[config.mk]
export PLATFORM = sky130hd
export DESIGN_NAME = tile_boot_rom
export DESIGN_NICKNAME = d
export VERILOG_FILES = /design/src/design/tile_pkg.sv /design/src/design/tile_boot_rom.sv
export VERILOG_INCLUDE_DIRS = /design/src /design/src/design
export SDC_FILE = /design/constraint.sdc
export NUM_CORES = 1
export LEC_CHECK = 0
export BUFFER_PORTS_ARGS = -buffer_cell sky130_fd_sc_hd__buf_4
export CAP_MARGIN = 30
export CORE_MARGIN = 1
export CORE_UTILIZATION = 29
export DETAILED_ROUTE_END_ITERATION = 8
export PLACE_DENSITY = 0.81
export SLEW_MARGIN = 25
export SYNTH_ARGS = -nofsm -noshare
export SYNTH_HDL_FRONTEND = slang
export SYNTH_SLANG_ARGS = --single-unit
[constraint.sdc]
create_clock -name clk -period 2.8 [get_ports clk]
set_input_delay 0.56 -clock clk [delete_from_list [all_inputs] [get_ports clk]]
set_output_delay 0.56 -clock clk [all_outputs]
set_load 0.05 [all_outputs]
[src/design/tile_consts.svh]
/* Bus widths, local memory size and address map of the tile fabric.
   Included by the package and by every RTL module that needs a constant. */

`ifndef TILE_CONSTS_SVH
`define TILE_CONSTS_SVH

// AHB-Lite bus widths
`define AHB_ADDR_W 32
`define AHB_DATA_W 32

// Local memory size in bytes
`define LMEM_SIZE_BYTE 4096

// Top address nibble of each local region
// Anything else goes out through the external port
`define MAP_NIBBLE_MEM 4'h0
`define MAP_NIBBLE_ROM 4'hF

// Boot image length in words
`define ROM_WORDS 16

`endif

[src/design/tile_pkg.sv]
/* Shared AHB-Lite types of the tile fabric and the boot image.
   Modules import it inside their body and use scoped names on ports. */

`default_nettype none

`include "tile_consts.svh"

package tile_pkg;

  typedef logic [`AHB_ADDR_W-1:0] ahb_addr_t;
  typedef logic [`AHB_DATA_W-1:0] ahb_data_t;

  typedef enum logic [1:0] {IDLE, BUSY, NONSEQ, SEQ} htrans_e;
  typedef enum logic [2:0] {BYTE, HALF, WORD} hsize_e;
  typedef enum logic {OKAY, ERROR} hresp_e;

  // Owner of a data phase
  typedef enum logic [1:0] {SLV_MEM, SLV_ROM, SLV_EXT} slave_e;

  // Master to slave, hready is the bus-wide HREADY
  typedef struct packed {
    logic      hsel;
    ahb_addr_t haddr;
    ahb_data_t hwdata;
    logic      hwrite;
    hsize_e    hsize;
    htrans_e   htrans;
    logic      hready;
  } ahb_req_t;

  typedef struct packed {
    ahb_data_t hrdata;
    logic      hready;
    hresp_e    hresp;
  } ahb_rsp_t;

  // Reset stub, clears a few registers, sets the stack and parks
  localparam ahb_data_t boot_image [`ROM_WORDS] = '{
    32'h00000093, 32'h00000113, 32'h00000193, 32'h00000213,
    32'h00000293, 32'h00001137, 32'hffc10113, 32'h00000317,
    32'h00030067, 32'h00000013, 32'h00000013, 32'h00000013,
    32'h00000013, 32'h00000013, 32'h10500073, 32'h0000006f
  };

endpackage

`default_nettype wire

[src/design/tile_boot_rom.sv]
/* Boot ROM slave of the tile. Reads return the boot image word;
   writes get the two-cycle AHB-Lite ERROR response. */

`default_nettype none

`include "tile_consts.svh"

module tile_boot_rom (
  input  wire                  clk,
  input  wire                  arst_n_i,
  input  wire tile_pkg::ahb_req_t req_i,
  output tile_pkg::ahb_rsp_t   rsp_o
);

  import tile_pkg::*;

  localparam int ROM_IDX_W = $clog2(`ROM_WORDS);

  typedef enum logic {ROM_IDLE, ROM_ERR} rom_state_e;

  rom_state_e           state;
  logic                 accept;
  logic                 dp_wr;
  logic [ROM_IDX_W-1:0] dp_idx;

  assign accept = req_i.hsel && req_i.hready &&
                  (req_i.htrans == NONSEQ || req_i.htrans == SEQ);

  // Write data phase pending until its second ERROR cycle
  always_ff @(posedge clk or negedge arst_n_i) begin
    if (!arst_n_i) begin
      dp_wr <= 1'b0;
      state <= ROM_IDLE;
    end else begin
      if (req_i.hready) begin
        dp_wr <= accept && req_i.hwrite;
      end
      case (state)
        ROM_IDLE: state <= dp_wr ? ROM_ERR : ROM_IDLE;
        default:  state <= ROM_IDLE;
      endcase
    end
  end

  always_ff @(posedge clk) begin
    if (accept) begin
      dp_idx <= req_i.haddr[ROM_IDX_W+1:2];
    end
  end

  // First error cycle stalls, the second one releases the bus
  assign rsp_o = '{hrdata: boot_image[dp_idx],
                   hready: !(dp_wr && state == ROM_IDLE),
                   hresp:  dp_wr ? ERROR : OKAY};

  a_err_two_cycles: assert property (@(posedge clk) disable iff (!arst_n_i)
    (rsp_o.hresp == ERROR && !rsp_o.hready) |=> (rsp_o.hresp == ERROR && rsp_o.hready));

endmodule

`default_nettype wire

* Word level (Yosys, flattened, before mapping) *
Memories as Yosys holds them, arrays and structs flattened.
Index checks and enable logic that the tools add are counted.

storage, ports and cells
  flip-flop bits (word level) = 6
  ROM bits = 512
  input bits = 74
  output and inout bits = 34
  logic and storage cells = 19
  memories kept = 1

memories
  memory            words  bits a word  read ports  clocked after Yosys merged registers in  write ports  RTL line             source
  (name not given)  16     32           1           0                                        0            tile_boot_rom.sv:52  assign rsp_o = '{hrdata: boot_image[dp_idx],

cells by class
  $lt $le $gt $ge = 1
  equal/unequal tests = 2
  muxes and demuxes = 4
  bitwise logic cells = 2
  reductions and logical operators = 6

operators by type and width
  operator              count
  $mux W32              2
  $ge A5 B5 Y1 const B  1
  $not A4 Y5            1
  $eq A2 B2 Y1 const B  2
  $logic_and A1 B1 Y1   4
  $mux W1               2
  $logic_not A1 Y1      1
  $logic_or A1 B1 Y1    1
  $not A1 Y1            1

* Depth between registers and ports, before layout *
Gate-level depths: netlist (run 1).

  word-level depth = 4
  mapped depth = 5
  depth with buffers taken out = 4

* Least setup slack after synthesis (run 1) *
No wires, ideal clock.

  path type = reg-to-output
  start = reg dp_idx[0]
  end = out rsp_o[26] in the netlist's numbering
  arrival time = 2.016 ns
  required time = 2.240 ns
  path slack = 0.224 ns
  stages on the path, launching flop included = 6
  path buffers = 1
  cells stage by stage = edfxtp_1 inv_1 ha_1 nand2_1 nor2_1 buf_4

RTL lines
  element                 RTL line             source
  from (decl)             tile_boot_rom.sv:24  logic [ROM_IDX_W-1:0] dp_idx;
  from (signal assigned)  tile_boot_rom.sv:47  dp_idx <= req_i.haddr[ROM_IDX_W+1:2];
  to (decl)               tile_boot_rom.sv:12  output tile_pkg::ahb_rsp_t rsp_o

==> results of run 1 <==
## sequential cells by signal, summed over array words and instances (netlist names)
name,flops
dp_idx,4
dp_wr,1
state,1
## logic make-up (layout without fill, tap and decap cells)
logic type / Yosys count / in the layout / share of synthesized area
muxes: 4 / 4 / 0.0645
DFF: 6 / 6 / 0.266
and+or+nand+nor: 16 / 16 / 0.172
AOI/OAI and AO/OA: 7 / 7 / 0.0703
other: 2 / 10 / 0.0117
buffers and inverters: 28 / 44 / 0.299
adders and majority gates: 6 / 6 / 0.117
## cell usage after synthesis (all sizes together)
library cell,number
buf,21
inv,7
ha,6
edfxtp,4
o21ai,4
and3,3
mux2i,3
a211oi,2
conb,2
dfrtp,2
nand2,2
nand2b,2
nand3b,2
nor2,2
nor2b,2
a21oi,1
mux2,1
nand4,1
nor3b,1
or2b,1
## area by class of cell
class                   count  area, um2  share of cell area
flip-flops and latches      6        170               0.209
inverters                   7       26.3              0.0323
well taps                  27       33.8              0.0415
clock buffers               4       26.3              0.0323
multi-input cells          43        309               0.380
repair buffers             33        248               0.305
## power breakdown
part / switching (mW) / internal (mW)
registers: 0.00833 / 0.100
logic: 0.0958 / 0.0364
clock network: 0.0329 / 0.0541
## metal layers
layer | vias up | share of wire
li1 | 244 | -
met5 | - | 0
met2 | 43 | 0.44
met4 | 0 | 0.025
met1 | 220 | 0.43
met3 | 4 | 0.10
## worst max-delay path by stage
stage / endpoint / slack [ps] / depth (start not counted)
after floorplan: rsp_o[26] / 220 / 5
after global placement: rsp_o[26] / 750 / 5
after detailed placement: rsp_o[27] / 660 / 5
after CTS: rsp_o[27] / 380 / 5
after global routing: rsp_o[27] / 260 / 5
final: rsp_o[27] / 420 / 5
## cells in the final DEF, fill, tap and decap left out, types with 3 or more instances in the layout
cell	synthesis	final
clkbuf_4	0	3
edfxtp_1	4	4
o21ai_0	3	3
mux2i_1	3	3
inv_1	6	6
ha_1	6	6
conb_1	2	10
buf_4	19	33
## metrics by stage
step / hold WS [ps] / power, mW / area (um2)
3_5_place_dp: 344 / 0.242 / 787
2_1_floorplan: 264 / 0.225 / 671
5_1_grt: 76.5 / 0.344 / 813
3_3_place_gp: 343 / 0.241 / 787
6_report: 86.6 / 0.328 / 813
4_1_cts: 79.7 / 0.332 / 813
==> results.json, run 1 <==
{
  "status": "finished clean",
  "timing.rr.start": "dp_wr$_DFFE_PN0P_",
  "crit_path_start": "dp_idx[0]$_DFFE_PP_",
  "yosysWarnings": 0,
  "finalWeightedCongestion": 0.772,
  "stdcell_count": 120,
  "cts_setup_buffers": 0,
  "critical_path_class": "flop to output pin",
  "busiest_layer": "met2",
  "netlist.area_leader.share": 0.223,
  "grtUsageTotal": 0.101,
  "finalHoldViolations": 0,
  "synth_largest_area_cell": "buf_4",
  "fin_nets": 174,
  "cp-start-kind": "flop",
  "fmax_mhz": 419,
  "grt_overflow": 0,
  "die-area_um2": 2400,
  "vias_per_cell": 4.26,
  "grt_pass1_wl_mm": 1.81,
  "diodes": 0,
  "finalCritPeriodShare": 0.852,
  "end_kind": "output pin",
  "cts_tree": "done",
  "postCtsResizedCells": 0,
  "wl_mm": 1.09,
  "drtAntennaViolNets": 0,
  "dp_slack_ps": 659,
  "layout-drive-gt1-share": 0.462,
  "ir_worst_vdd_mv": 0.237,
  "synth_area_per_cell_um2": 9.28,
  "ys_top_cells_by_area": "buf_4, edfxtp_1, ha_1",
  "crit_chain": "inv_1 > ha_1 > nand2_1 > nor2_1 > buf_4",
  "cp_max_fo": 8,
  "hp-class": "input port to async pin",
  "met1_usage": 0.0909,
  "arrival_ps": 1820,
  "met3_usage": 0.0312,
  "setup_slack_ps": 416,
  "dieWidth_um": 49,
  "ys_ff_latch": 6,
  "utilization": 0.402,
  "finalSetupViolCount": 0,
  "period_needed_ps": 2380,
  "grtUsageMet2": 0.181,
  "syn_area_um2": 641,
  "via_count": 511,
  "cpPeakStageDelay_ps": 490,
  "drt_iter0_drc": 2,
  "grt_setup_unrepaired": "no",
  "cts_root_buf": "clkbuf_4",
  "ys_seq_area_frac": 0.266,
  "ctsHoldBuffers": 0,
  "finalMaxSlewViolations": 0,
  "clock_sinks": 6,
  "cp_top_family": "flip-flops",
  "rr_worst_depth": 2,
  "ios": 108,
  "path_buf_inv": 2,
  "fin_skew_ps": 0.0130,
  "regToRegSetupSlack_ps": 2170,
  "clk_pin_slew_worst_paths_ps": 50,
  "power_per_cell_area_nw_per_um2": 403,
  "drc_errors": 0,
  "start_util": 0.317,
  "die_y_um": 49,
  "cts_max_level": 1,
  "maxCapViolations": 0,
  "first_pass_iters": 2,
  "slew_headroom": 0.661,
  "cp_slowest_cell": "edfxtp_1",
  "numPortBuffers": 33,
  "leakagePower_nw": 0.449,
  "insertion_delay_ps": 240,
  "filler_cell_count": 197,
  "area_growth_pct": 27.0,
  "cts_made_buffers": 3,
  "clk_path_buf_depth": 2,
  "grt_pass1_vias": 467,
  "synth_cell_types": 26,
  "rows": 16,
  "crit_required_ps": 2240,
  "core_area_um2": 2020,
  "worst_pin_slew_ps": 509,
  "place_inst": 116,
  "antenna_found_initial": 0,
  "dp_hpwl_um": 900,
  "fin_setup_tns_ps": 0,
  "worstReg2RegEnd": "state$_DFF_PN0_",
  "wire_per_inst_um": 9.10,
  "syn_inst": 69,
  "grt_max_degree": 15
}
No activity file was read; power rests on OpenSTA's default activity.
==> run 2: changes to the inputs <==
CELL_PAD_IN_SITES_DETAIL_PLACEMENT = 1   (was default)
CELL_PAD_IN_SITES_GLOBAL_PLACEMENT = 2   (was default)
CORE_MARGIN = 2   (was 1)
CORE_UTILIZATION = 12   (was 29)
PLACE_DENSITY = 0.8   (was 0.81)
SLEW_MARGIN = default   (was 25)
==> results.json, run 2 (synthesis gave the netlist of run 1 again) <==
{
  "maxCapViolations": 0,
  "hp-class": "input port to async pin",
  "fin_nets": 174,
  "period_needed_ps": 2340,
  "clock_sinks": 6,
  "finalHoldViolations": 0,
  "arrival_ps": 1780,
  "start_util": 0.125,
  "ir_worst_vdd_mv": 0.198,
  "power_per_cell_area_nw_per_um2": 425,
  "grt_pass1_wl_mm": 2.11,
  "ctsHoldBuffers": 0,
  "wl_mm": 1.39,
  "grt_setup_unrepaired": "no",
  "wire_per_inst_um": 8.52,
  "fin_setup_tns_ps": 0,
  "grt_max_degree": 15,
  "cts_setup_buffers": 0,
  "antenna_found_initial": 0,
  "critical_path_class": "flop to output pin",
  "timing.rr.start": "dp_wr$_DFFE_PN0P_",
  "diodes": 0,
  "fin_skew_ps": 0.0278,
  "crit_required_ps": 2240,
  "drc_errors": 0,
  "finalSetupViolCount": 0,
  "layout-drive-gt1-share": 0.462,
  "mostFrequentLayoutCells": "buf_4, conb_1, inv_1, ha_1, edfxtp_1",
  "stdcell_count": 163,
  "insertion_delay_ps": 220,
  "area_growth_pct": 38.3,
  "drt_iter0_drc": 20,
  "rr_worst_depth": 2,
  "regToRegSetupSlack_ps": 2160,
  "top_regs": "dp_idx (4), dp_wr (1), state (1)",
  "finalWeightedCongestion": 0.706,
  "die-area_um2": 5940,
  "layout_commonest_cell": "buf_4",
  "numPortBuffers": 33,
  "grtUsageTotal": 0.0445,
  "first_pass_iters": 2,
  "cts_tree": "done",
  "dieWidth_um": 77.1,
  "end_kind": "output pin",
  "via_count": 489,
  "vias_per_cell": 3.00,
  "grt_overflow": 0,
  "worstReg2RegEnd": "state$_DFF_PN0_",
  "clk_path_buf_depth": 2,
  "core_area_um2": 5140,
  "finalCritPeriodShare": 0.837,
  "place_inst": 159,
  "grt_pass1_vias": 449,
  "finalMaxSlewViolations": 0,
  "largest_reg_flops": 4,
  "status": "finished clean",
  "leakagePower_nw": 0.457,
  "ios": 108,
  "cts_root_buf": "clkbuf_8",
  "clk_pin_slew_worst_paths_ps": 40,
  "top_register": "dp_idx",
  "cts_made_buffers": 3,
  "fmax_mhz": 427,
  "filler_cell_count": 649,
  "cp-start-kind": "flop",
  "cp_max_fo": 8,
  "cts_max_level": 1,
  "dp_hpwl_mm": 1.19,
  "die_y_um": 77.1,
  "rows": 26,
  "drtAntennaViolNets": 0,
  "postCtsResizedCells": 0,
  "worst_pin_slew_ps": 506,
  "slew_headroom": 0.663
}
-- run 2: cell counts in the layout (fill, tap and decap cells not counted) --
No cell type changed its count.
-- run 2: worst max-delay path by stage --
stage	start	endpoint
3_5_place_dp	dp_idx[0]$_DFFE_PP_	rsp_o[28]
5_1_grt	dp_idx[0]$_DFFE_PP_	rsp_o[27]
2_1_floorplan	dp_idx[0]$_DFFE_PP_	rsp_o[26]
4_1_cts	dp_idx[0]$_DFFE_PP_	rsp_o[28]
6_report	dp_idx[0]$_DFFE_PP_	rsp_o[28]
3_3_place_gp	dp_idx[0]$_DFFE_PP_	rsp_o[26]
-- run 2: metrics by stage --
| step | setup slack [ps] | util | power [mW] | hold WS, ps | cell area [um2] |
|---|---|---|---|---|---|
| after floorplan | 224 | - | 0.225 | 264 | 671 |
| after global placement | 713 | 0.164 | 0.244 | 344 | 841 |
| after detailed placement | 662 | 0.164 | 0.245 | 348 | 841 |
| after CTS | 424 | 0.172 | 0.384 | 112 | 886 |
| after global routing | 278 | 0.172 | 0.394 | 116 | 886 |
| final | 457 | 0.172 | 0.377 | 117 | 886 |
-- run 2: final cells by class --
| cell class | count | area, um2 | share of cell area |
|---|---|---|---|
| clock buffers | 4 | 45.0 | 0.0508 |
| repair buffers | 33 | 248 | 0.280 |
| inverters | 7 | 26.3 | 0.0297 |
| multi-input cells | 43 | 309 | 0.349 |
| flip-flops and latches | 6 | 170 | 0.192 |
| well taps | 70 | 87.6 | 0.0989 |
-- run 2: power by group --
group / total [mW] / internal (mW) / switching (mW)
clock network: 0.134 / 0.0979 / 0.0366
registers: 0.109 / 0.100 / 0.00854
logic: 0.133 / 0.0365 / 0.0968
total: 0.377 / 0.235 / 0.142
-- run 2: metal layers --
layer  part of all wire  track usage  wire [um]  up-vias
met5                  0            0          0        -
met4             0.0036       0.0268          5        0
met3               0.12       0.0129        161        2
met2               0.46       0.0693        632       34
met1               0.42       0.0540        590      213
li1                   -            -          -      240
-- run 2: worst max-delay path: stages (launching register included) --
cell and delay (ps):
edfxtp_1 490, inv_1 150, ha_1 170, nand2_1 80, nor2_1 380, buf_4 290
==> run 3: changes to the inputs <==
ABC_AREA = 1   (was default)
CORE_UTILIZATION = 10   (was 12)
PLACE_DENSITY = 0.75   (was 0.8)
clock period = 2.3 ns   (was 2.8 ns; I/O delays follow)
==> results.json, run 3 <==
{
  "status": "finished clean",
  "clk_path_buf_depth": 2,
  "fin_nets": 182,
  "hp-class": "input port to async pin",
  "total_power_uw": 450,
  "ctsHoldBuffers": 0,
  "pwr-share-seq": 0.291,
  "fin_skew_ps": 0.0422,
  "dp_hpwl_mm": 1.20,
  "place_inst": 172,
  "ys_top_cells_by_area": "buf_4, edfxtp_1, ha_1",
  "p_switching_uw": 169,
  "dieWidth_um": 81.6,
  "clockPowerShare": 0.356,
  "first_pass_iters": 4,
  "grt_pass1_vias": 501,
  "syn_inst": 77,
  "cts_max_level": 1,
  "largest_reg_flops": 4,
  "area_growth_pct": 42.8,
  "filler_cell_count": 710,
  "crit_required_ps": 1840,
  "yosysWarnings": 0,
  "die-area_um2": 6650,
  "synthTopCellsByCount": "buf_4, nand2_1, inv_1, nor2_1, ha_1",
  "finalWeightedCongestion": 0.694,
  "cts_root_buf": "clkbuf_8",
  "syn_area_um2": 602,
  "wire_per_inst_um": 7.64,
  "rows": 28,
  "swShare": 0.376,
  "cts_setup_buffers": 0,
  "grt_pass1_wl_mm": 2.17,
  "synth_edf_count": 4,
  "mostFrequentLayoutCells": "buf_4, nand2_1, inv_1, conb_1",
  "top_regs": "dp_idx (4), dp_wr (1), state (1)",
  "postCtsResizedCells": 0,
  "insertion_delay_ps": 220,
  "fin_setup_tns_ps": 0,
  "synth_cell_types": 18,
  "layout_commonest_cell": "buf_4",
  "end_kind": "output pin",
  "synth_most_common_cell": "buf_4",
  "diodes": 0,
  "grt_max_degree": 13,
  "start_util": 0.103,
  "numPortBuffers": 33,
  "ys_ff_latch": 6,
  "die_y_um": 81.6,
  "vias_per_cell": 2.89,
  "wl_mm": 1.35,
  "dp_slack_ps": 416,
  "ios": 108,
  "netlist.area_leader.share": 0.249,
  "maxCapViolations": 0,
  "grt_setup_unrepaired": "no",
  "stdcell_count": 176,
  "p_int_uw": 281,
  "comb_power_share": 0.353,
  "arrival_ps": 1620,
  "grt_overflow": 0,
  "setup_slack_ps": 216,
  "top_register": "dp_idx",
  "finalMaxSlewViolations": 0,
  "cts_tree": "done",
  "core_area_um2": 5850,
  "clk_pin_slew_worst_paths_ps": 30,
  "cts_made_buffers": 3,
  "drt_iter0_drc": 18,
  "synth_area_per_cell_um2": 7.82,
  "leakagePower_nw": 0.487,
  "hold_slack_ps": 17.1,
  "fmax_mhz": 480,
  "synth_ff_type": "edfxtp_1",
  "layout-drive-gt1-share": 0.406,
  "synth_largest_area_cell": "buf_4",
  "rr_worst_depth": 3,
  "grtUsageTotal": 0.0415,
  "ys_seq_area_frac": 0.283,
  "finalHoldViolations": 0,
  "synthArstFlopShare": 0.333,
  "clock_sinks": 6,
  "via_count": 508,
  "finalSetupViolCount": 0,
  "critical_path_class": "flop to output pin",
  "period_needed_ps": 2080,
  "cp_max_fo": 8,
  "antenna_found_initial": 0,
  "drc_errors": 0,
  "ir_worst_vdd_mv": 0.278,
  "finalCritPeriodShare": 0.906,
  "power_per_cell_area_nw_per_um2": 524,
  "cp-start-kind": "flop",
  "drtAntennaViolNets": 0
}
run 3: cell count changes in the layout (fill, tap and decap cells not counted), moves of 3 or more:
cell / previous run / this run
nand3_1: 0 / 5
nand2_1: 2 / 11
nor2_1: 2 / 6
mux2i_1: 3 / 0
inv_1: 6 / 10
run 3: worst paths after layout:
path / start / end / slack (ps)
max: dp_idx[0]$_DFFE_PP_ / rsp_o[31] / 220
min: arst_n_i / state$_DFF_PN0_ / 20
max reg2reg: dp_wr$_DFFE_PN0P_ / dp_wr$_DFFE_PN0P_ / 1520
min reg2reg: state$_DFF_PN0_ / state$_DFF_PN0_ / 410
max in group asynchronous: arst_n_i / dp_wr$_DFFE_PN0P_ / 2200
min in group clk: state$_DFF_PN0_ / state$_DFF_PN0_ / 410
run 3: kinds of logic after synthesis:
family	share of synthesized area
adders and majority gates	0.125
AOI/OAI and AO/OA	0.0395
and+or+nand+nor	0.204
DFF	0.283
other	0.0125
buffers and inverters	0.337
run 3: critical path, stage by stage, from the launching register on:
cell	delay, ps
edfxtp_1	460
inv_1	160
ha_1	210
nand2_4	70
nor2_2	250
buf_4	260
run 3: power groups by stage:
stage	Clock, mW	Combinational, mW	Sequential, mW
2_1_floorplan	0	0.143	0.127
3_3_place_gp	0	0.160	0.133
3_5_place_dp	0	0.160	0.133
4_1_cts	0.166	0.161	0.131
5_1_grt	0.172	0.170	0.133
6_report	0.160	0.159	0.131
run 3: stage by stage:
stage | cell area (um2) | util
after floorplan | 634 | -
after global placement | 815 | 0.139
after detailed placement | 815 | 0.139
after CTS | 860 | 0.147
after global routing | 860 | 0.147
final | 860 | 0.147
run 3: layout make-up:
type	instances	area [um2]	area share
clock buffer	4	45.0	0.0524
sequential	6	170	0.198
tap	75	93.8	0.109
multi-input combinational	47	262	0.304
inverter	11	41.3	0.0480
timing repair buffer	33	248	0.288
run 3: metal layers:
layer	vias up	GRT usage	wire length, um	share of wire
met5	-	0	0	0
met4	0	0.0200	5	0.0037
met3	2	0.0143	211	0.16
met2	34	0.0738	582	0.43
met1	219	0.0436	546	0.41
li1	253	-	-	-
