**config.mk**
```make
export PLATFORM = sky130hd
export DESIGN_NAME = tile_ahb_decoder
export DESIGN_NICKNAME = d
export VERILOG_FILES = /design/src/design/tile_pkg.sv /design/src/design/tile_ahb_decoder.sv
export VERILOG_INCLUDE_DIRS = /design/src /design/src/design
export SDC_FILE = /design/constraint.sdc
export NUM_CORES = 1
export LEC_CHECK = 0
export ABC_CLOCK_PERIOD_IN_PS = 2300
export BUFFER_PORTS_ARGS = -buffer_cell sky130_fd_sc_hd__buf_2
export CORE_AREA = 10 10 159 161
export CTS_CLUSTER_DIAMETER = 200
export DETAILED_ROUTE_END_ITERATION = 10
export DIE_AREA = 0 0 169 171
export GPL_TIMING_DRIVEN = 0
export HOLD_SLACK_MARGIN = 0.05
export SYNTH_ARGS = -nofsm -noshare
export SYNTH_HDL_FRONTEND = slang
export SYNTH_SLANG_ARGS = --single-unit
```
**constraint.sdc**
```tcl
create_clock -name clk -period 2.3 [get_ports clk]
set_clock_uncertainty 0.15 [all_clocks]
set_input_delay 0.23 -clock clk [delete_from_list [all_inputs] [get_ports clk]]
set_output_delay 0.23 -clock clk [all_outputs]
set_load 0.005 [all_outputs]
```
**src/design/tile_consts.svh**
```systemverilog
/* Bus widths, local memory size and address map of the tile fabric.
   Included by the package and by every RTL module that needs a constant. */

`ifndef TILE_CONSTS_SVH
`define TILE_CONSTS_SVH

// AHB-Lite bus widths
`define AHB_ADDR_W 32
`define AHB_DATA_W 32

// Local memory size in bytes
`define LMEM_SIZE_BYTE 4096

// Top address nibble of each local region
// Anything else goes out through the external port
`define MAP_NIBBLE_MEM 4'h0
`define MAP_NIBBLE_ROM 4'hF

// Boot image length in words
`define ROM_WORDS 16

`endif

```
**src/design/tile_pkg.sv**
```systemverilog
/* Shared AHB-Lite types of the tile fabric and the boot image.
   Modules import it inside their body and use scoped names on ports. */

`default_nettype none

`include "tile_consts.svh"

package tile_pkg;

  typedef logic [`AHB_ADDR_W-1:0] ahb_addr_t;
  typedef logic [`AHB_DATA_W-1:0] ahb_data_t;

  typedef enum logic [1:0] {IDLE, BUSY, NONSEQ, SEQ} htrans_e;
  typedef enum logic [2:0] {BYTE, HALF, WORD} hsize_e;
  typedef enum logic {OKAY, ERROR} hresp_e;

  // Owner of a data phase
  typedef enum logic [1:0] {SLV_MEM, SLV_ROM, SLV_EXT} slave_e;

  // Master to slave, hready is the bus-wide HREADY
  typedef struct packed {
    logic      hsel;
    ahb_addr_t haddr;
    ahb_data_t hwdata;
    logic      hwrite;
    hsize_e    hsize;
    htrans_e   htrans;
    logic      hready;
  } ahb_req_t;

  typedef struct packed {
    ahb_data_t hrdata;
    logic      hready;
    hresp_e    hresp;
  } ahb_rsp_t;

  // Reset stub, clears a few registers, sets the stack and parks
  localparam ahb_data_t boot_image [`ROM_WORDS] = '{
    32'h00000093, 32'h00000113, 32'h00000193, 32'h00000213,
    32'h00000293, 32'h00001137, 32'hffc10113, 32'h00000317,
    32'h00030067, 32'h00000013, 32'h00000013, 32'h00000013,
    32'h00000013, 32'h00000013, 32'h10500073, 32'h0000006f
  };

endpackage

`default_nettype wire

```
**src/design/tile_ahb_decoder.sv**
```systemverilog
/* AHB-Lite decoder for the tile. Selects a slave from the top address nibble,
   tracks which slave owns the data phase and returns its response to the host. */

`default_nettype none

`include "tile_consts.svh"

module tile_ahb_decoder (
  input  wire                  clk,
  input  wire                  arst_n_i,
  input  wire tile_pkg::ahb_req_t host_req_i,
  output tile_pkg::ahb_rsp_t   host_rsp_o,
  output tile_pkg::ahb_req_t   mem_req_o,
  output tile_pkg::ahb_req_t   rom_req_o,
  output tile_pkg::ahb_req_t   ext_req_o,
  input  wire tile_pkg::ahb_rsp_t mem_rsp_i,
  input  wire tile_pkg::ahb_rsp_t rom_rsp_i,
  input  wire tile_pkg::ahb_rsp_t ext_rsp_i
);

  import tile_pkg::*;

  slave_e addr_slv;
  slave_e data_slv;
  logic   data_act;
  logic   xfer_valid;
  logic   bus_hready;

  //////////////////////////////////////////////////
  // Address phase

  always_comb begin
    if (host_req_i.haddr[`AHB_ADDR_W-1 -: 4] == `MAP_NIBBLE_MEM) begin
      addr_slv = SLV_MEM;
    end else if (host_req_i.haddr[`AHB_ADDR_W-1 -: 4] == `MAP_NIBBLE_ROM) begin
      addr_slv = SLV_ROM;
    end else begin
      addr_slv = SLV_EXT;
    end
  end

  assign xfer_valid = host_req_i.hsel &&
                      (host_req_i.htrans == NONSEQ || host_req_i.htrans == SEQ);

  // Shared request with a private hsel and the bus HREADY
  function automatic ahb_req_t slave_req(input slave_e slv);
    ahb_req_t req;
    req        = host_req_i;
    req.hsel   = host_req_i.hsel && (addr_slv == slv);
    req.hready = bus_hready;
    return req;
  endfunction

  always_comb begin
    mem_req_o = slave_req(SLV_MEM);
    rom_req_o = slave_req(SLV_ROM);
    ext_req_o = slave_req(SLV_EXT);
  end

  //////////////////////////////////////////////////
  // Data phase

  always_ff @(posedge clk or negedge arst_n_i) begin
    if (!arst_n_i) begin
      data_act <= 1'b0;
      data_slv <= SLV_MEM;
    end else if (bus_hready) begin
      data_act <= xfer_valid;
      data_slv <= addr_slv;
    end
  end

  // Idle bus answers ready and OKAY
  always_comb begin
    host_rsp_o = '{hrdata: '0, hready: 1'b1, hresp: OKAY};
    if (data_act) begin
      case (data_slv)
        SLV_MEM: host_rsp_o = mem_rsp_i;
        SLV_ROM: host_rsp_o = rom_rsp_i;
        default: host_rsp_o = ext_rsp_i;
      endcase
    end
  end

  assign bus_hready = host_rsp_o.hready;

  a_one_hsel: assert property (@(posedge clk) disable iff (!arst_n_i)
    $onehot0({mem_req_o.hsel, rom_req_o.hsel, ext_req_o.hsel}));

  a_owner_held: assert property (@(posedge clk) disable iff (!arst_n_i)
    (data_act && !bus_hready) |=> (data_act && $stable(data_slv)));

endmodule

`default_nettype wire

```
# Word level (Yosys, flattened, before mapping)
# Index checks and enable logic that the tools add are counted.
# word_totals
output_inout_bits,250
word_cells,20
ff_bits,3
inputBits,176
# classes
n_mux,4
eq_ne,6
reduce_logical,8
# op_table
cell,n
$pmux 34 s2,1
$mux 34,1
$eq 2x2->1 const B,3
$eq 2x1->1 const B,2
$eq 4x4->1 const B,1
$logic_and 1x1->1,4
$logic_not 2->1,2
$logic_not 4->1,1
$mux 2,2
$logic_or 1x1->1,1

# Longest topological paths before layout
# Gate-level depths: netlist (run 1).
# logic_depth
word_depth,5
ltp_mapped,5
depth_no_buf,3

# Worst setup path before layout (run 1)
# No wires, ideal clock.
# synth_timing
path_kind,register -> output
from,reg data_slv[0]
to,out host_rsp_o[1] in the netlist's numbering
path_slack_ps,664
path_stages_with_launch,6
t_arrival_ps,1256
n_path_buf,2
required_time_ps,1920
path_cell_list,dfrtp_1 > buf_6 > mux2_4 > o21ai_0 > nand2_1 > buf_4
# synth_rtl
item,line,source
start: declaration,tile_ahb_decoder.sv:24,slave_e data_slv;
start signal: assignment,tile_ahb_decoder.sv:69,data_slv <= addr_slv;
end: declaration,tile_ahb_decoder.sv:12,"output tile_pkg::ahb_rsp_t host_rsp_o,"

==> results.md, run 1 <==
* Status: completed
* Final Util at between 20 and 25%
* Share of layout cells above drive strength 1 at between 80% and 90%
* CTS tree: built
* Most common cell after layout, fill and taps aside: buf_2
* Core Region at 22200 um2
* Finished Layout Cells at 996
* Placed cell area at 4840 um2
* R2r setup slk at roughly 0.8 ns
* Top cells by area, synth: buf_4, mux2_2, mux2i_1, nor2_1, dfrtp_1
* Yosys top cell by area: buf_4
* Synth Area per Inst at about 7.8 um2
* Routability Congestion at ~0.75
* Critical path origin: data_slv[0]
* MaxCap Viol Count at 0
* Antenna violations before repair at 0
* Total area of sequential cells at 75.1 um2
* Slew @ Worst Pin at between 0.6 and 0.7 ns
* RSZ-0062 raised after global routing: no
* Reg2Reg Launch Point: data_slv[0]
* CP Data Required Time at around 1.9 ns
* Yosys cell types at 25
* First-pass GRT wire length at between 20 and 25 mm
* Grt ovf at 0
* Most used DFF post-synth: dfrtp_1
* Multi-input gate area at around 950 um2
* Critical Path AT at around 1.8 ns
* Nets at 888
* PD cells at 241 nW/um2
* HP Start: host_req_i[71]
* Die area at roughly 29000 um2
* CP endpoint: host_rsp_o[1]
* Maximum vdd drop at 0.184 mV
* Chip Height at between 150 and 200 um
* Avg Vias per Cell at approximately 3.3
* Fill cells at roughly 2500
* Setup-failing EPs final at 0
* Sequential fraction of the synthesis area at roughly 2.8%
* Setup tns final at 0 ns
* Synthesized area at roughly 2700 um2
* Layout area overhead at 83.5%
* Vias in the first global route at about 3700
* Number of port buffers at 359
* Hold Fails Final Rpt at 0
* Fmax at about 0.46 GHz
* # placed instances at between 900 and 1000
* Max FO, Critical Path at 8
* Yosys top cell area share at between 50% and 60%
* # rows at between 50 and 60
* Clk Latency, worst-skew pair at 0.22 ns
* Kind of critical path: flip-flop to primary output
* Syn Inst Count at around 350
* FF+latch count, synth at 3
* Syn_nets at ~520
* Worst Setup End Kind: primary output
* EDFF count, synth at 0
* Leak pwr at about 3.1 nW
* Initial drt markers at 20
* Clk pin slew, worst setup/hold paths at roughly 0.03 ns
* HP Class: input port to flip-flop
* Drt pass-1 iters at 4
* Final setup margin at around 0.15 ns
* Largest net degree at the start of global routing at 11
* PnR Total Power at 1.19 mW
* Final hold slack at about 0.13 ns
* Final Routed Wirelength at ~15 mm
* Pre-CTS setup slack at approximately 0.17 ns
* CTS Sinks at 3
* Max transition margin at a little under three fifths
* CTS root buf: clkbuf_16
* Detail Placement HPWL at about 14 mm
* Finished Cell Area at 4940 um2
* Residual DRC count at 0
* Drt wl/cell at ~15 um
* Period Utilization, post-route at 93.7%
* Most frequent cells in the layout: buf_2, buf_4, nor2_1
* Diode count at 0
* Critical Path Source Type: flip-flop
* Longest Clk Path Bufs at 2
* All-layer global routing usage at between 8 and 9%
* CTS Buf Count at 3
* Yosys warns at 0
* Antenna Violating Nets Remaining at 0
* Final Critical Period at between 2 and 2.5 ns
* # H-tree levels at 1
* I/O pins at around 430
* Vias at approximately 3300
* DIE WIDTH at between 150 and 200 um
* Fraction of registers with async set/reset at between 90% and 100%
* R2r worst-path depth at 5
* Pins Over Slew Limit at 0
* FF-to-FF End: data_slv[0]
* Starting Density at 12.1%
## area by class of cell
class	count	share of cell area, %
Multi-Input combinational cell	118	19.3
Tap cell	285	7.22
Clock buffer	4	1.60
Inverter	2	0.152
Sequential cell	3	1.52
Timing Repair Buffer	360	36.6
Buffer	224	33.6
## cell usage after synthesis, types with 2 or more instances
| library cell | n |
|---|---|
| buf_2 | 7 |
| nor2_1 | 35 |
| mux2i_1 | 33 |
| buf_4 | 213 |
| and2_1 | 2 |
| clkbuf_1 | 3 |
| dfrtp_1 | 3 |
| nand2_1 | 2 |
| mux2_2 | 33 |
## cell families after synthesis
| logic type | count (synthesis) | share of synthesized area (%) |
|---|---|---|
| multiplexers | 67 | 26.6 |
| AND/OR/NAND/NOR | 45 | 7.07 |
| AO/OA/AOI/OAI | 6 | 1.67 |
| buffers and inverters | 226 | 61.8 |
| flip-flops | 3 | 2.79 |
## power by group
group / switching [mW] / total [mW] / internal (mW)
Combinational: 0.314 / 0.857 / 0.543
Clock: 0.0457 / 0.274 / 0.229
Sequential: 0.00301 / 0.0597 / 0.0567
## layer usage
metal  vias up  GRT usage [%]  routed length [um]
li1       1632              -                   -
met1      1455           8.07                4860
met2       217           17.4                7960
met5         -              0                   0
met4         0           1.20                  69
met3         6           4.84                1980
## what timing repair did
item	CTS	global route
buffers inserted	0	0
hold endpoints to repair	3	0
resized for setup	2	0
hold buffers	1	0
setup endpoints to repair	2	0
## flip-flops by register name, indices dropped and copies added (netlist names)
signal    cells
data_slv      2
data_act      1
## worst max-delay path, stage by stage (launching register included)
cell	delay, ns
dfrtp_1	0.36
buf_6	0.14
mux2_4	0.32
o21ai_0	0.25
nand2_1	0.19
buf_4	0.17
buf_2	0.12
## worst min-delay path by stage
| stage | slack (ns) | cells after the start | end |
|---|---|---|---|
| 2_1_floorplan | -0.22 | 0 | data_act |
| 3_3_place_gp | -0.12 | 1 | data_act |
| 3_5_place_dp | -0.12 | 1 | data_act |
| 4_1_cts | 0.13 | 2 | data_act |
| 5_1_grt | 0.15 | 2 | data_act |
| 6_report | 0.13 | 2 | data_act |
No activity file was read; power rests on OpenSTA's default activity.
==> run 2, diff against run 1 <==
--- a/config.mk
+++ b/config.mk
@@ -8,10 +8,10 @@
 export LEC_CHECK = 0
 export ABC_CLOCK_PERIOD_IN_PS = 2300
 export BUFFER_PORTS_ARGS = -buffer_cell sky130_fd_sc_hd__buf_2
-export CORE_AREA = 10 10 159 161
+export CORE_AREA = 2 2 164 166
 export CTS_CLUSTER_DIAMETER = 200
 export DETAILED_ROUTE_END_ITERATION = 10
-export DIE_AREA = 0 0 169 171
+export DIE_AREA = 0 0 166 168
 export GPL_TIMING_DRIVEN = 0
 export HOLD_SLACK_MARGIN = 0.05
 export SYNTH_ARGS = -nofsm -noshare
==> results.md, run 2 (synthesis gave the netlist of run 1 again) <==
* Status: completed
* Postcts setup bufs at 0 (unchanged)
* Chip Height at 168 um (-1.8%)
* Layout area overhead at 86.1%
* # rows at 60 (+9.1%)
* Nets at 888 (unchanged)
* Clk pin slew, worst setup/hold paths at 0.03 ns (about the same)
* Slew @ Worst Pin at 0.694 ns (+0.0463 ns)
* Longest Clk Path Bufs at 2 (unchanged)
* Finished Cell Area at 5010 um2 (+1.4%)
* I/O pins at 426 (unchanged)
* Final Routed Wirelength at 12.0 mm (-20%)
* Starting Density at 10.2% (-1.9 points)
* Total area of sequential cells at 75.1 um2 (unchanged)
* CTS Buf Count at 3 (unchanged)
* Clk Latency, worst-skew pair at 0.22 ns (about the same)
* Multi-input gate area at 952 um2 (unchanged)
* Number of port buffers at 359 (unchanged)
* Drt pass-1 iters at 4 (unchanged)
* Vias in the first global route at 2999 (-18%)
* Final Critical Period at 2.11 ns (-0.0403 ns)
* Avg Vias per Cell at 3.12 (-6.2%)
* CP Data Required Time at 1.92 ns (about the same)
* MaxCap Viol Count at 0 (unchanged)
* Max reg flops at 2 (unchanged)
* Most common cell after layout, fill and taps aside: buf_2
* Detail Placement HPWL at 10.9 mm (-19%)
* Hold Fails Final Rpt at 0 (unchanged)
* Vias at 3280 (-0.91%)
* Max FO, Critical Path at 10 (+2)
* RSZ-0062 raised after global routing: no
* First-pass GRT wire length at 16.6 mm (-20%)
* Drt wl/cell at 11.4 um (-24%)
* Largest net degree at the start of global routing at 11 (unchanged)
* DIE WIDTH at 166 um (-1.8%)
* Worst Setup End Kind: primary output
* Largest regs: data_slv (2), data_act (1)
* CTS Sinks at 3 (unchanged)
* Fill cells at 3007 (+21%)
* CTS tree: built
* Share of layout cells above drive strength 1 at 86.9% (unchanged)
* Critical Path Source Type: flip-flop
* Pins Over Slew Limit at 0 (unchanged)
* HP Class: input port to flip-flop
* Grt ovf at 0 (unchanged)
* All-layer global routing usage at 7.51% (-1.4 points)
* Period Utilization, post-route at 91.9% (-1.8 points)
* Fmax at 0.473 GHz (+1.9%)
* Max transition margin at 53.8% (-3.1 points)
* Setup-failing EPs final at 0 (unchanged)
* Maximum vdd drop at 0.239 mV (+30%)
* Combinational power share at 71.7% (-0.3 points)
* Setup tns final at 0 ns (unchanged)
* Most frequent cells in the layout: buf_2, buf_4, nor2_1
* Pre-CTS setup slack at 0.258 ns (+0.0885 ns)
* Final hold slack at 0.144 ns (+0.00982 ns)
* CTS root buf: clkbuf_16
* PnR Total Power at 1.17 mW (-1.4%)
* Die area at 27900 um2 (-3.5%)
* Clk pwr share at 23.3% (+0.3 points)
* Critical Path AT at 1.73 ns (-0.04 ns)
* # H-tree levels at 1 (unchanged)
* Placed cell area at 4910 um2 (+1.4%)
* P_int at 827 uW (-0.13%)
* Antenna Violating Nets Remaining at 0 (unchanged)
* Antenna violations before repair at 1 (+1)
* Routability Congestion at 0.841 (+13%)
* Share of power burned in registers at 5.1% (about the same)
* Diode count at 0 (unchanged)
* PD cells at 234 nW/um2 (-2.8%)
* Residual DRC count at 0 (unchanged)
* Switching power at 347 uW (-4.4%)
* Final setup margin at 0.186 ns (+0.0403 ns)
* Initial drt markers at 45 (+130%)
* Most flops, register: data_slv
* Core Region at 26400 um2 (+19%)
* Sw Ratio at 29.5% (-0.92 points)
* Kind of critical path: flip-flop to primary output
* Leak pwr at 3.14 nW (about the same)
-- run 2: cell types whose count changed in the layout (fill, tap and decap cells not counted) --
cell      delta
clkbuf_4     +2
buf_4        -2
-- run 2: per-layer routing --
layer	vias up	share of wire, %	routed length [um]	track usage (%)
met5	-	0	0	0
met4	0	0.16	19	0.378
met3	4	8.1	964	1.22
met2	225	54	6400	14.9
met1	1419	38	4580	8.75
li1	1632	-	-	-
-- run 2: critical path: stages (launching register included) --
cell	delay, ns
dfrtp_1	0.32
buf_6	0.15
buf_2	0.26
mux2_2	0.36
mux2i_1	0.20
nor2_1	0.06
buf_2	0.15
-- run 2: power by group through the flow --
stage	Sequential [mW]	Clock, mW	Combinational (mW)
2_1_floorplan	0.0593	0	0.471
3_3_place_gp	0.0599	0	0.846
3_5_place_dp	0.0600	0	0.853
4_1_cts	0.0594	0.277	0.858
5_1_grt	0.0599	0.282	0.916
6_report	0.0594	0.273	0.841
-- run 2: path summary, 6_finish.rpt --
| path | startpoint | endpoint | slack [ns] | cells after the start |
|---|---|---|---|---|
| max in group asynchronous | arst_n_i | data_slv[0] | 1.68 | 2 |
| worst max register to register | data_slv[0] | data_slv[0] | 0.82 | 4 |
| min in group asynchronous | arst_n_i | data_act | 0.21 | 2 |
| worst min-delay path | host_req_i[2] | data_act | 0.14 | 2 |
| worst max-delay path | data_slv[0] | host_rsp_o[13] | 0.19 | 6 |
| worst min register to register | data_act | data_act | 0.41 | 1 |
-- run 2: layout make-up --
type / count / share of cell area (%)
multi-input cells: 118 / 19.0
repair buffers: 360 / 36.1
clock buffers: 4 / 1.57
inverters: 2 / 0.150
flip-flops and latches: 3 / 1.50
plain buffers: 224 / 33.2
well taps: 341 / 8.52
-- run 2: per-stage QoR --
stage               cells  util [%]
floorplan             347         -
global placement     1047      18.7
detailed placement   1047      18.7
CTS                  1052      19.0
global route         1052      19.0
finish               1052      19.0
-- run 2: timing repair --
action                                 4_1_cts  5_1_grt
endpoints found under the hold margin        3        0
hold buffers                                 1        0
setup endpoints to repair                    0        4
gates resized for setup                      0        2
==> run 3, diff against run 2 <==
--- a/config.mk
+++ b/config.mk
@@ -14,6 +14,7 @@
 export DIE_AREA = 0 0 166 168
 export GPL_TIMING_DRIVEN = 0
 export HOLD_SLACK_MARGIN = 0.05
+export RECOVER_POWER = 25
 export SYNTH_ARGS = -nofsm -noshare
 export SYNTH_HDL_FRONTEND = slang
 export SYNTH_SLANG_ARGS = --single-unit
==> results.md, run 3 (synthesis gave the netlist of run 1 again) <==
* Status: completed
* Largest net degree at the start of global routing at 11 (unchanged)
* Fmax at 0.474 GHz (+0.12%)
* Hold path depth at 2 (unchanged)
* Number of port buffers at 359 (unchanged)
* Critical Path Source Type: flip-flop
* Kind of critical path: flip-flop to primary output
* I/O pins at 426 (unchanged)
* Die area at 27900 um2 (unchanged)
* # H-tree levels at 1 (unchanged)
* Max transition margin at 53.3% (-0.46 points)
* Nets at 888 (unchanged)
* Antenna Violating Nets Remaining at 0 (unchanged)
* Hold Fails Final Rpt at 0 (unchanged)
* Period Utilization, post-route at 91.8% (-0.11 points)
* Grt ovf at 0 (unchanged)
* Sink of the worst hold path: data_act
* Top delay family on crit path: buffers and inverters
* Most flops, register: data_slv
* Max reg flops at 2 (unchanged)
* All-layer global routing usage at 7.51% (unchanged)
* First-pass GRT wire length at 16.6 mm (unchanged)
* Worst Setup End Kind: primary output
* Longest Clk Path Bufs at 2 (unchanged)
* # rows at 60 (unchanged)
* Top Usage Layer GRT: met2
* Clk Latency, worst-skew pair at 0.22 ns (about the same)
* Vias in the first global route at 2999 (unchanged)
* CP Cell Sequence: buf_6 -> clkbuf_4 -> mux2_2 -> mux2i_1 -> nor2_1 -> buf_2
* Final Critical Period at 2.11 ns (-0.00255 ns)
* Detail Placement HPWL at 10.9 mm (unchanged)
* Met1 usage at 8.75% (unchanged)
* Final setup margin at 0.188 ns (+0.00255 ns)
* Slowest cell on the critical path: mux2_2
* Pre-CTS setup slack at 0.258 ns (unchanged)
* Initial drt markers at 39 (-13%)
* FF-to-FF End: data_slv[0]
* Pins Over Slew Limit at 0 (unchanged)
* Met2 usage at 14.9% (unchanged)
* Routability Congestion at 0.841 (unchanged)
* RSZ-0062 raised after global routing: no
* Maximum vdd drop at 0.239 mV (about the same)
* Residual DRC count at 0 (unchanged)
* CTS Buf Count at 3 (unchanged)
* Antenna violations before repair at 1 (unchanged)
* Final Routed Wirelength at 11.9 mm (-0.46%)
* R2r setup slk at 0.82 ns (about the same)
* Clk pin slew, worst setup/hold paths at 0.03 ns (about the same)
* Avg Vias per Cell at 3.10 (-0.46%)
* Chip Height at 168 um (unchanged)
* Buf/Inv on CP at 3 (unchanged)
* CP Data Required Time at 1.92 ns (about the same)
* Critical Path AT at 1.73 ns (about the same)
* Setup tns final at 0 ns (unchanged)
* M3 GR Usage at 1.22% (unchanged)
* Share of layout cells above drive strength 1 at 86.8% (-0.14 points)
* Drt pass-1 iters at 4 (unchanged)
* Starting Density at 10.2% (unchanged)
* CTS tree: built
* CTS root buf: clkbuf_16
* PD cells at 233 nW/um2 (-0.44%)
* Max FO, Critical Path at 10 (unchanged)
* HP Start: host_req_i[2]
* Layout area overhead at 86.1% (about the same)
* Peak per-stage delay on the critical path at 0.40 ns (+0.04 ns)
* Slew @ Worst Pin at 0.700 ns (+0.00684 ns)
* Largest regs: data_slv (2), data_act (1)
* Vias at 3265 (-0.46%)
* Drt wl/cell at 11.3 um (-0.46%)
* Leak pwr at 3.13 nW (-0.48%)
* R2r worst-path depth at 4 (unchanged)
* Most frequent cells in the layout: buf_2, buf_4, clkbuf_4
* DIE WIDTH at 166 um (unchanged)
* HP Class: input port to flip-flop
* Setup-failing EPs final at 0 (unchanged)
* MaxCap Viol Count at 0 (unchanged)
* CTS Sinks at 3 (unchanged)
* Core Region at 26400 um2 (unchanged)
* Most common cell after layout, fill and taps aside: buf_2
* Diode count at 0 (unchanged)
* Reg2Reg Launch Point: data_slv[1]
[run 3: final cells by class]
class                           count  area [um2]
Fill cell                        3007       21300
Timing Repair Buffer              360        1810
Buffer                            224        1660
Multi-Input combinational cell    118         952
Tap cell                          341         427
Clock buffer                        4        78.8
Sequential cell                     3        75.1
Inverter                            2        7.51
[run 3: what timing repair did]
| item | CTS | global route |
|---|---|---|
| hold buffers | 1 | 0 |
| setup endpoints to repair | 0 | 4 |
| resized for setup | 0 | 2 |
| buffers inserted | 0 | 0 |
| endpoints found under the hold margin | 3 | 0 |
[run 3: layer usage]
metal / vias to the layer above / routed length, um
met4: 0 / 19
met2: 226 / 6370
met5: - / 0
met1: 1401 / 4530
met3: 4 / 985
li1: 1634 / -
[run 3: worst max-delay path by stage]
stage / start / to / depth (start not counted)
after floorplan: data_slv[0] / host_rsp_o[1] / 5
after global placement: data_slv[0] / host_rsp_o[28] / 6
after detailed placement: data_slv[0] / host_rsp_o[24] / 6
after CTS: data_slv[0] / host_rsp_o[24] / 6
after global routing: data_slv[0] / host_rsp_o[13] / 6
final: data_slv[0] / host_rsp_o[28] / 6
[run 3: stage by stage]
stage	cells	util (%)	area (um2)	total power, mW	hold WS, ns
after detailed placement	1047	18.7	4910	0.913	-0.120
after CTS	1052	19.0	5000	1.20	0.146
after global routing	1052	19.0	5010	1.25	0.156
after floorplan	347	-	2690	0.530	-0.216
final	1052	19.0	5010	1.17	0.144
after global placement	1047	18.7	4910	0.906	-0.120
[run 3: where the power goes]
| part | total (mW) | switching (mW) | internal, mW | leakage [nW] |
|---|---|---|---|---|
| registers | 0.0594 | 0.00270 | 0.0567 | 0.0348 |
| clock network | 0.273 | 0.0446 | 0.228 | 0.0382 |
| logic | 0.836 | 0.300 | 0.536 | 3.05 |
| total | 1.17 | 0.347 | 0.821 | 3.13 |
[run 3: worst reg2reg max path: cells and delay by family (launching register included)]
family | cells | cell delay [ns]
DFF | 1 | 0.32
AOI/OAI and AO/OA | 1 | 0.16
buffers and inverters | 2 | 0.70
and+or+nand+nor | 1 | 0.08
